$ cat config.mk
export PLATFORM = sky130hd
export DESIGN_NAME = mini_core
export DESIGN_NICKNAME = d
export VERILOG_FILES = /design/src/common/mini_core_pkg.sv /design/src/hw/exec/mini_exec_unit.sv /design/src/hw/exec/mini_register_file.sv /design/src/hw/fetch/mini_fetch_fifo.sv /design/src/hw/fetch/mini_fetch_unit.sv /design/src/hw/mini_core.sv
export VERILOG_INCLUDE_DIRS = /design/src /design/src/common
export SDC_FILE = /design/constraint.sdc
export NUM_CORES = 2
export LEC_CHECK = 0
export BUFFER_PORTS_ARGS = -buffer_cell sky130_fd_sc_hd__buf_2
export CORE_ASPECT_RATIO = 2
export CORE_MARGIN = 4
export CORE_UTILIZATION = 29
export DETAILED_ROUTE_END_ITERATION = 12
export GPL_TIMING_DRIVEN = 0
export HOLD_SLACK_MARGIN = 0.03
export SKIP_CTS_REPAIR_TIMING = 1
export SYNTH_ARGS = -nofsm -noshare
export SYNTH_HDL_FRONTEND = slang
export SYNTH_SLANG_ARGS = --single-unit
export TNS_END_PERCENT = 5
$ cat constraint.sdc
create_clock -name clk_i -period 11.4 [get_ports clk_i]
set_input_delay 1.14 -clock clk_i [delete_from_list [all_inputs] [get_ports clk_i]]
set_output_delay 1.14 -clock clk_i [all_outputs]
set_load 0.05 [all_outputs]
$ cat src/common/mini_core_params.svh
// mini_core sizes and encodings
// Bus width, register count, fetch buffer depth and major opcodes

`ifndef MINI_CORE_PARAMS_SVH
`define MINI_CORE_PARAMS_SVH

// Data and address width
`define MC_XLEN 32

// Architectural registers
`define MC_NUM_REGS 32

// Fetch FIFO entries
`define MC_FIFO_DEPTH 2

// RV32I major opcodes
`define MC_OPC_OP     7'b0110011
`define MC_OPC_OP_IMM 7'b0010011
`define MC_OPC_LUI    7'b0110111
`define MC_OPC_STORE  7'b0100011

`endif

$ cat src/common/mini_core_pkg.sv
// mini_core shared types
// Word, register index and opcode types, ALU and fetch state encodings

`default_nettype none

`include "mini_core_params.svh"

package mini_core_pkg;

  // Data, address and instruction words
  typedef logic [`MC_XLEN-1:0] word_t;

  // Register file index
  typedef logic [$clog2(`MC_NUM_REGS)-1:0] reg_addr_t;

  // Major opcode field, bits 6:0 of an instruction
  typedef logic [6:0] opcode_t;

  // ALU operations of the kept subset
  typedef enum logic [2:0] {
    ALU_ADD    = 3'd0,
    ALU_SUB    = 3'd1,
    ALU_AND    = 3'd2,
    ALU_OR     = 3'd3,
    ALU_XOR    = 3'd4,
    // Operand b straight through for LUI
    ALU_PASS_B = 3'd5
  } alu_op_e;

  // Instruction bus request phases
  typedef enum logic [1:0] {
    FETCH_IDLE = 2'd0,
    FETCH_REQ  = 2'd1,
    FETCH_WAIT = 2'd2
  } fetch_state_e;

endpackage

`default_nettype wire

$ cat src/hw/exec/mini_exec_unit.sv
// Decode and execute unit
// Runs the RV32I ALU subset and SW at the FIFO head, flags everything else

`timescale 1ns/10ps
`default_nettype none

`include "mini_core_params.svh"

module mini_exec_unit
  import mini_core_pkg::*;
(
  input  logic  clk_i,
  input  logic  rst_ni,

  // Fetch FIFO head
  input  logic  instr_valid_i,
  input  word_t instr_i,
  output logic  pop_o,

  // Data bus, stores only
  output logic  data_req_o,
  output word_t data_addr_o,
  output word_t data_wdata_o,
  input  logic  data_gnt_i,

  output logic  illegal_insn_o,
  output logic  busy_o
);

  opcode_t   opcode;
  logic [2:0] funct3;
  logic [6:0] funct7;
  reg_addr_t rd;
  reg_addr_t rs1;
  reg_addr_t rs2;

  word_t     imm_i;
  word_t     imm_s;
  word_t     imm_u;

  word_t     rf_rdata_a;
  word_t     rf_rdata_b;
  logic      rf_we;

  alu_op_e   f3_op;
  logic      f3_valid;
  alu_op_e   alu_op;
  word_t     operand_b;
  word_t     alu_result;
  logic      is_store;
  logic      illegal;

  //////////////////////////////////////////////////
  // Decode
  //////////////////////////////////////////////////

  assign opcode = instr_i[6:0];
  assign rd     = instr_i[11:7];
  assign funct3 = instr_i[14:12];
  assign rs1    = instr_i[19:15];
  assign rs2    = instr_i[24:20];
  assign funct7 = instr_i[31:25];

  // Sign-extended immediates
  assign imm_i = {{20{instr_i[31]}}, instr_i[31:20]};
  assign imm_s = {{20{instr_i[31]}}, instr_i[31:25], instr_i[11:7]};
  assign imm_u = {instr_i[31:12], 12'b0};

  // funct3 map shared by register and immediate forms
  always_comb begin
    f3_valid = 1'b1;
    case (funct3)
      3'b000:  f3_op = ALU_ADD;
      3'b100:  f3_op = ALU_XOR;
      3'b110:  f3_op = ALU_OR;
      3'b111:  f3_op = ALU_AND;
      default: begin
        f3_op    = ALU_ADD;
        f3_valid = 1'b0;
      end
    endcase
  end

  always_comb begin
    alu_op    = ALU_ADD;
    operand_b = imm_i;
    is_store  = 1'b0;
    illegal   = 1'b0;
    case (opcode)
      `MC_OPC_OP: begin
        operand_b = rf_rdata_b;
        if (funct7 == 7'b0000000) begin
          alu_op  = f3_op;
          illegal = !f3_valid;
        end else if (funct7 == 7'b0100000 && funct3 == 3'b000) begin
          alu_op = ALU_SUB;
        end else begin
          illegal = 1'b1;
        end
      end
      `MC_OPC_OP_IMM: begin
        alu_op  = f3_op;
        illegal = !f3_valid;
      end
      `MC_OPC_LUI: begin
        alu_op    = ALU_PASS_B;
        operand_b = imm_u;
      end
      // Address is formed by the ALU adder
      `MC_OPC_STORE: begin
        operand_b = imm_s;
        is_store  = (funct3 == 3'b010);
        illegal   = (funct3 != 3'b010);
      end
      default: illegal = 1'b1;
    endcase
  end

  //////////////////////////////////////////////////
  // ALU
  //////////////////////////////////////////////////

  always_comb begin
    case (alu_op)
      ALU_SUB:    alu_result = rf_rdata_a - operand_b;
      ALU_AND:    alu_result = rf_rdata_a & operand_b;
      ALU_OR:     alu_result = rf_rdata_a | operand_b;
      ALU_XOR:    alu_result = rf_rdata_a ^ operand_b;
      ALU_PASS_B: alu_result = operand_b;
      default:    alu_result = rf_rdata_a + operand_b;
    endcase
  end

  // ALU ops retire in one cycle and stores wait for the grant
  assign rf_we = instr_valid_i & ~illegal & ~is_store;
  assign pop_o = instr_valid_i & (is_store ? data_gnt_i : 1'b1);

  assign data_req_o   = instr_valid_i & is_store;
  assign data_addr_o  = alu_result;
  assign data_wdata_o = rf_rdata_b;

  assign illegal_insn_o = instr_valid_i & illegal;
  assign busy_o         = data_req_o;

  mini_register_file register_file_i (
    .clk_i     ( clk_i      ),
    .rst_ni    ( rst_ni     ),
    .raddr_a_i ( rs1        ),
    .rdata_a_o ( rf_rdata_a ),
    .raddr_b_i ( rs2        ),
    .rdata_b_o ( rf_rdata_b ),
    .waddr_i   ( rd         ),
    .wdata_i   ( alu_result ),
    .we_i      ( rf_we      )
  );

endmodule

`default_nettype wire

$ cat src/hw/exec/mini_register_file.sv
// Integer register file
// Two combinational read ports, one write port, x0 held at zero

`timescale 1ns/10ps
`default_nettype none

`include "mini_core_params.svh"

module mini_register_file
  import mini_core_pkg::*;
(
  input  logic      clk_i,
  input  logic      rst_ni,

  input  reg_addr_t raddr_a_i,
  output word_t     rdata_a_o,
  input  reg_addr_t raddr_b_i,
  output word_t     rdata_b_o,

  input  reg_addr_t waddr_i,
  input  word_t     wdata_i,
  input  logic      we_i
);

  word_t regs_q [`MC_NUM_REGS];

  always_ff @(posedge clk_i or negedge rst_ni) begin
    if (!rst_ni) begin
      for (int i = 0; i < `MC_NUM_REGS; i++) begin
        regs_q[i] <= '0;
      end
    end else if (we_i && waddr_i != '0) begin
      // x0 keeps its reset value
      regs_q[waddr_i] <= wdata_i;
    end
  end

  assign rdata_a_o = regs_q[raddr_a_i];
  assign rdata_b_o = regs_q[raddr_b_i];

endmodule

`default_nettype wire

$ cat src/hw/fetch/mini_fetch_fifo.sv
// Fetch FIFO
// Small circular buffer between the instruction bus and the exec unit

`timescale 1ns/10ps
`default_nettype none

`include "mini_core_params.svh"

module mini_fetch_fifo
  import mini_core_pkg::*;
(
  input  logic       clk_i,
  input  logic       rst_ni,

  input  logic       push_i,
  input  word_t      push_data_i,

  input  logic       pop_i,
  output logic       valid_o,
  output word_t      head_o,

  output logic [1:0] count_o
);

  localparam int unsigned PTR_W = $clog2(`MC_FIFO_DEPTH);
  localparam logic [PTR_W-1:0] LAST_PTR = PTR_W'(`MC_FIFO_DEPTH - 1);

  word_t            mem_q [`MC_FIFO_DEPTH];
  logic [PTR_W-1:0] wptr_q;
  logic [PTR_W-1:0] rptr_q;
  logic [1:0]       count_q;
  logic             do_push;
  logic             do_pop;

  assign do_push = push_i && (count_q != 2'(`MC_FIFO_DEPTH));
  assign do_pop  = pop_i && valid_o;

  // Entry storage
  always_ff @(posedge clk_i) begin
    if (do_push) begin
      mem_q[wptr_q] <= push_data_i;
    end
  end

  always_ff @(posedge clk_i or negedge rst_ni) begin
    if (!rst_ni) begin
      wptr_q  <= '0;
      rptr_q  <= '0;
      count_q <= '0;
    end else begin
      if (do_push) begin
        wptr_q <= (wptr_q == LAST_PTR) ? '0 : wptr_q + 1'b1;
      end
      if (do_pop) begin
        rptr_q <= (rptr_q == LAST_PTR) ? '0 : rptr_q + 1'b1;
      end
      // Simultaneous push and pop leave the count alone
      if (do_push && !do_pop) begin
        count_q <= count_q + 2'd1;
      end else if (do_pop && !do_push) begin
        count_q <= count_q - 2'd1;
      end
    end
  end

  assign valid_o = (count_q != 2'd0);
  assign head_o  = mem_q[rptr_q];
  assign count_o = count_q;

endmodule

`default_nettype wire

$ cat src/hw/fetch/mini_fetch_unit.sv
// Instruction fetch unit
// Keeps the PC and runs the request/grant/rvalid phases of the instruction bus

`timescale 1ns/10ps
`default_nettype none

`include "mini_core_params.svh"

module mini_fetch_unit
  import mini_core_pkg::*;
(
  input  logic         clk_i,
  input  logic         rst_ni,

  input  logic         fetch_enable_i,
  input  word_t        boot_addr_i,

  // Instruction bus
  output logic         instr_req_o,
  output word_t        instr_addr_o,
  input  logic         instr_gnt_i,
  input  logic         instr_rvalid_i,
  input  word_t        instr_rdata_i,

  // Fetch FIFO
  input  logic [1:0]   fifo_count_i,
  output logic         push_o,
  output word_t        push_data_o,

  output logic         busy_o
);

  localparam logic [1:0] FIFO_DEPTH = 2'(`MC_FIFO_DEPTH);

  fetch_state_e state_q, state_d;
  word_t        pc_q;
  logic         pc_loaded_q;
  logic         fifo_room;

  // Only ask when the answer is sure to find a free entry
  assign fifo_room = (fifo_count_i < FIFO_DEPTH);

  always_comb begin
    state_d = state_q;
    case (state_q)
      FETCH_IDLE: begin
        if (fetch_enable_i && fifo_room) begin
          state_d = FETCH_REQ;
        end
      end
      // Request is held until granted, even if enable drops
      FETCH_REQ: begin
        if (instr_gnt_i) begin
          state_d = FETCH_WAIT;
        end
      end
      FETCH_WAIT: begin
        if (instr_rvalid_i) begin
          state_d = FETCH_IDLE;
        end
      end
      default: state_d = FETCH_IDLE;
    endcase
  end

  always_ff @(posedge clk_i or negedge rst_ni) begin
    if (!rst_ni) begin
      state_q     <= FETCH_IDLE;
      pc_q        <= '0;
      pc_loaded_q <= 1'b0;
    end else begin
      state_q <= state_d;
      if (state_q == FETCH_IDLE && fetch_enable_i && !pc_loaded_q) begin
        // Boot address taken on the first enabled cycle
        pc_q        <= boot_addr_i;
        pc_loaded_q <= 1'b1;
      end else if (instr_req_o && instr_gnt_i) begin
        pc_q <= pc_q + word_t'(4);
      end
    end
  end

  assign instr_req_o  = (state_q == FETCH_REQ);
  assign instr_addr_o = pc_q;

  assign push_o      = (state_q == FETCH_WAIT) & instr_rvalid_i;
  assign push_data_o = instr_rdata_i;

  // Busy from request until its response
  assign busy_o = (state_q != FETCH_IDLE);

endmodule

`default_nettype wire

$ cat src/hw/mini_core.sv
// mini_core top level
// Fetch unit, fetch FIFO and exec unit, plus the busy/sleep register

`timescale 1ns/10ps
`default_nettype none

module mini_core
  import mini_core_pkg::*;
(
  input  logic  clk_i,
  input  logic  rst_ni,

  input  logic  fetch_enable_i,
  input  word_t boot_addr_i,

  // Instruction bus
  output logic  instr_req_o,
  output word_t instr_addr_o,
  input  logic  instr_gnt_i,
  input  logic  instr_rvalid_i,
  input  word_t instr_rdata_i,

  // Data bus
  output logic  data_req_o,
  output word_t data_addr_o,
  output word_t data_wdata_o,
  input  logic  data_gnt_i,

  output logic  illegal_insn_o,
  output logic  core_sleep_o
);

  logic       fetch_busy;
  logic       exec_busy;
  logic       fifo_push;
  word_t      fifo_push_data;
  logic       fifo_pop;
  logic       fifo_valid;
  word_t      fifo_head;
  logic [1:0] fifo_count;
  logic       core_busy_d;
  logic       core_busy_q;

  mini_fetch_unit fetch_unit_i (
    .clk_i          ( clk_i          ),
    .rst_ni         ( rst_ni         ),
    .fetch_enable_i ( fetch_enable_i ),
    .boot_addr_i    ( boot_addr_i    ),
    .instr_req_o    ( instr_req_o    ),
    .instr_addr_o   ( instr_addr_o   ),
    .instr_gnt_i    ( instr_gnt_i    ),
    .instr_rvalid_i ( instr_rvalid_i ),
    .instr_rdata_i  ( instr_rdata_i  ),
    .fifo_count_i   ( fifo_count     ),
    .push_o         ( fifo_push      ),
    .push_data_o    ( fifo_push_data ),
    .busy_o         ( fetch_busy     )
  );

  mini_fetch_fifo fetch_fifo_i (
    .clk_i       ( clk_i          ),
    .rst_ni      ( rst_ni         ),
    .push_i      ( fifo_push      ),
    .push_data_i ( fifo_push_data ),
    .pop_i       ( fifo_pop       ),
    .valid_o     ( fifo_valid     ),
    .head_o      ( fifo_head      ),
    .count_o     ( fifo_count     )
  );

  mini_exec_unit exec_unit_i (
    .clk_i          ( clk_i          ),
    .rst_ni         ( rst_ni         ),
    .instr_valid_i  ( fifo_valid     ),
    .instr_i        ( fifo_head      ),
    .pop_o          ( fifo_pop       ),
    .data_req_o     ( data_req_o     ),
    .data_addr_o    ( data_addr_o    ),
    .data_wdata_o   ( data_wdata_o   ),
    .data_gnt_i     ( data_gnt_i     ),
    .illegal_insn_o ( illegal_insn_o ),
    .busy_o         ( exec_busy      )
  );

  //////////////////////////////////////////////////
  // Sleep indication
  //////////////////////////////////////////////////

  // Idle only once fetch, buffer and store path are all quiet
  assign core_busy_d = fetch_busy | fifo_valid | exec_busy;

  always_ff @(posedge clk_i or negedge rst_ni) begin
    if (!rst_ni) begin
      core_busy_q <= 1'b0;
    end else begin
      core_busy_q <= core_busy_d;
    end
  end

  assign core_sleep_o = ~core_busy_q;

endmodule

`default_nettype wire

==> results by group <==
Place
  – Placed Cells: 10,300
  – HPWL after DPL: ~380,000 um
  – Count of input and output buffers: about 170
  – Final weighted congestion in routability-driven placement: about 1.1
  – Dpl ws: -3.83 ns

Critical path
  – CP Capture Point: data_addr_o[23]
  – Critical Path Sink Type: primary output
  – Worst setup path class: reg2out
  – Critical Path Max Stage Delay: about 0.75 ns
  – Crit-path most repeated cell: buf_4
  – Internal reg-to-reg setup slack: about 1.5 ns
  – Worst r2r src: fetch_fifo_i.rptr_q$_DFFE_PN0P_
  – Crit path max fanout: 10
  – CP required: 10.26 ns
  – Crit path from: fetch_fifo_i.rptr_q$_DFFE_PN0P_
  – Slowest cell on the critical path: a32oi_4
  – Critical path depth in cells: 29
  – Worst r2r path cells: 27
  – Crit path arrival time: 10.40 ns
  – Largest delay contributor family on the critical path: buffers and inverters
  – CP Buf/Inv Count: 11
  – Startpoint types: flip-flop
  – Reg2reg end: exec_unit_i.register_file_i.regs_q[534]$_DFFE_PN0P_

Yosys
  – Warnings, synthesis: 0
  – Synth Register Bits: around 1,100
  – Seq/Total Area, Yosys: 43.8%
  – Synth unique cells: 99
  – Synth Area in Adders: 1.99%
  – Post-synthesis mux area share: approximately 14%
  – Post-synthesis xor/xnor area fraction: approximately 1.1%
  – Simple-gate share of the synthesized area: 16.3%
  – Largest family of logic cells by synthesized area: compound AO/OA/AOI/OAI gates
  – Synthesized cell area: approximately 0.065 mm2
  – Asr flop ratio synth: 94.3%
  – Post-synth EDFFs: 64
  – Syn_area_per_cell: around 9 um2
  – Synth Instances: slightly above 7,000
  – Dominant synthesized flop cell: dfrtp_1
  – Mapped Nets: 7,319
  – Post-synthesis compound-gate area fraction: about 18%

Detailed routing
  – TritonRoute pass-1 iters: 8
  – Starting DRT DRC Count: between 10,000 and 15,000
  – Via count: between 70,000 and 80,000
  – WL per Instance: 48.4 um
  – Final routed DRC violation total: 0
  – Met2 wire length: 228,000 um
  – DR WL met3: 52,000 um
  – WL met1: roughly 150,000 um
  – WL final: just over 500,000 um
  – Post-DR vias/cell: between 6 and 7
  – Antenna Nets Post-Route: 0
  – DR top layer: met5

Layout
  – Fin cells: approximately 11,000
  – Layout Nets: a little under 8,000
  – Number of fill cells: ~23,000
  – Share of cells above drive strength 1: between 15 and 20%
  – Area Overhead vs Synth: 16.9%

Floorplanning
  – Initial Util: between 20 and 30%
  – # rows: 245
  – Num ports: 170
  – Die W: 343 um
  – DIE AREA: 0.233 mm2
  – Height of the die: between 600 and 700 um
  – Area of the core: 0.223 mm2

Timing
  – Clock Skew: 0.0942 ns
  – Final hold violations: 0
  – Final worst slack: -0.136 ns
  – Max frequency: ~87 MHz
  – Relative slew slack: -12.0%
  – Crit share post-route: 101%
  – Endpoints failing setup: 3
  – Clock period minus worst slack: 11.54 ns
  – Slew @ Worst Pin: roughly 1.7 ns
  – Pins Over Slew Limit: ~120

Hold path
  – Worst Hold Class: in2async

Clock tree
  – Root Driver: clkbuf_16
  – Max Buffers Root-to-Sink: 3
  – CTS tree: done
  – Worst-Skew Late Latency: around 0.9 ns
  – Clk sinks: approximately 1,100
  – Clock-pin slew on the worst setup and hold paths: around 0.07 ns
  – H-tree Lvls: 3
  – Num CTS Buffers: ~110

Power
  – Peak supply drop: between 0.3 and 0.4 mV
  – Leak Pwr: roughly 32 nW
  – Total power: 23.9 mW
  – Pwr per Cell Area: ~310 mW/mm2

Global route
  – Largest net degree at the start of global routing: 164
  – First-pass GRT wire length: approximately 670,000 um
  – Aggregate global-route resource usage: roughly 44%
  – Vias in the first global route: around 65,000
  – GRT overflow: 0
  – Initial antenna violation count: 74

Outcome
  – Violated checks: capacitance limit, slew limit, setup timing
  – Outcome: finished with violations

Flow run
  – Max cap viols: 20
[where the power goes]
| group | total (mW) | internal [mW] | leakage [nW] | switching, mW |
|---|---|---|---|---|
| Sequential | 4.89 | 4.42 | 15.3 | 0.470 |
| Combinational | 14.7 | 2.90 | 14.3 | 11.8 |
| Clock | 4.22 | 2.24 | 1.92 | 1.98 |
| Total | 23.9 | 9.57 | 31.5 | 14.3 |
[how the worst min path moves through the flow]
| stage | start | slack [ns] | cells past startpoint | end |
|---|---|---|---|---|
| global route | rst_ni | 0.25 | 1 | exec_unit_i.register_file_i.regs_q[314]$_DFFE_PN0P_ |
| global placement | exec_unit_i.register_file_i.regs_q[1018]$_DFFE_PN0P_ | 0.46 | 1 | exec_unit_i.register_file_i.regs_q[1018]$_DFFE_PN0P_ |
| floorplan | exec_unit_i.register_file_i.regs_q[1009]$_DFFE_PN0P_ | 0.44 | 1 | exec_unit_i.register_file_i.regs_q[1009]$_DFFE_PN0P_ |
| finish | rst_ni | 0.16 | 1 | exec_unit_i.register_file_i.regs_q[314]$_DFFE_PN0P_ |
| detailed placement | exec_unit_i.register_file_i.regs_q[998]$_DFFE_PN0P_ | 0.47 | 1 | exec_unit_i.register_file_i.regs_q[998]$_DFFE_PN0P_ |
| CTS | rst_ni | 0.26 | 1 | exec_unit_i.register_file_i.regs_q[314]$_DFFE_PN0P_ |
[routing by layer]
layer | up-vias | GRT usage (%)
met3 | 2659 | 17.1
met4 | 24 | 51.5
met1 | 35100 | 42.4
li1 | 26200 | -
met2 | 6026 | 66.8
met5 | - | 0.168
[worst reg2reg max path, delay by kind of cell, from the launching register on]
family | cells | cell delay, ns
buf+inv | 8 | 2.99
simple gates | 5 | 1.60
flops | 1 | 0.34
fa+ha+maj | 1 | 0.39
xor+xnor | 2 | 0.34
compound gates | 11 | 4.05
[cells in the mapped netlist (all sizes together), types with 29 or more instances]
| master | number | area (um2) |
|---|---|---|
| xnor2 | 52 | 463 |
| o22ai | 117 | 732 |
| o211ai | 73 | 553 |
| nand3 | 166 | 831 |
| a211oi | 36 | 300 |
| nand2 | 1749 | 6570 |
| mux2 | 74 | 841 |
| edfxtp | 64 | 1920 |
| clkbuf | 447 | 1680 |
| mux2i | 185 | 1890 |
| nor2 | 316 | 1190 |
| a22oi | 32 | 245 |
| mux4 | 282 | 6350 |
| ha | 102 | 1280 |
| dfrtp | 1064 | 26600 |
| buf | 222 | 1330 |
| xor2 | 29 | 254 |
| inv | 124 | 465 |
| nor3 | 55 | 302 |
| and3 | 124 | 776 |
| a31oi | 100 | 626 |
| a21oi | 120 | 601 |
| o21ai | 1223 | 6120 |
[layout by cell type (no fill, tap or decap), drive strengths merged, types with 74 or more instances in the layout]
cell type,instances
a21oi,120
a31oi,100
and3,124
buf,452
clkbuf,612
dfrtp,1064
diode,80
ha,102
inv,128
mux2,74
mux2i,185
mux4,282
nand2,1749
nand3,166
nor2,316
o21ai,1223
o22ai,117
[registers in the layout, summed over array words and instances, names as in the netlist]
register	count
fetch_unit_i.state_q	2
fetch_unit_i.instr_addr_o	32
fetch_fifo_i.rptr_q	1
fetch_fifo_i.mem_q	64
core_busy_q	1
fetch_fifo_i.wptr_q	1
fetch_fifo_i.count_o	2
fetch_unit_i.pc_loaded_q	1
exec_unit_i.register_file_i.regs_q	1024
[per-stage QoR]
step	util, %	setup TNS [ns]	hold WS, ns	cell area [um2]
2_1_floorplan	-	0	0.440	65200
3_5_place_dp	31.7	-1058.46	0.466	70900
5_1_grt	34.1	-1.19	0.254	76000
6_report	34.1	-0.175	0.159	76200
4_1_cts	33.5	-1132.12	0.258	74800
3_3_place_gp	31.2	-	0.457	69700
[area by class of cell]
cell class	instances	area [um2]	share of cell area, %
Sequential cell	1128	28500	37.5
Clock inverter	65	848	1.11
Clock buffer	146	3110	4.09
Inverter	124	465	0.611
Antenna cell	80	200	0.263
Tap cell	2964	3710	4.87
Multi-Input combinational cell	5225	33900	44.4
Buffer	662	3420	4.49
Timing Repair Buffer	258	2010	2.64
[cell families (layout without fill, tap and decap cells)]
family | after synthesis | in the layout
adders and majority gates | 103 | 103
DFF | 1128 | 1128
other | 0 | 80
and+or+nand+nor | 2547 | 2547
muxes | 541 | 541
xor gates and xnor gates | 81 | 81
AOI/OAI and AO/OA | 1953 | 1953
buffers and inverters | 793 | 1255
Note: power is estimated with default switching activity, not from simulation.
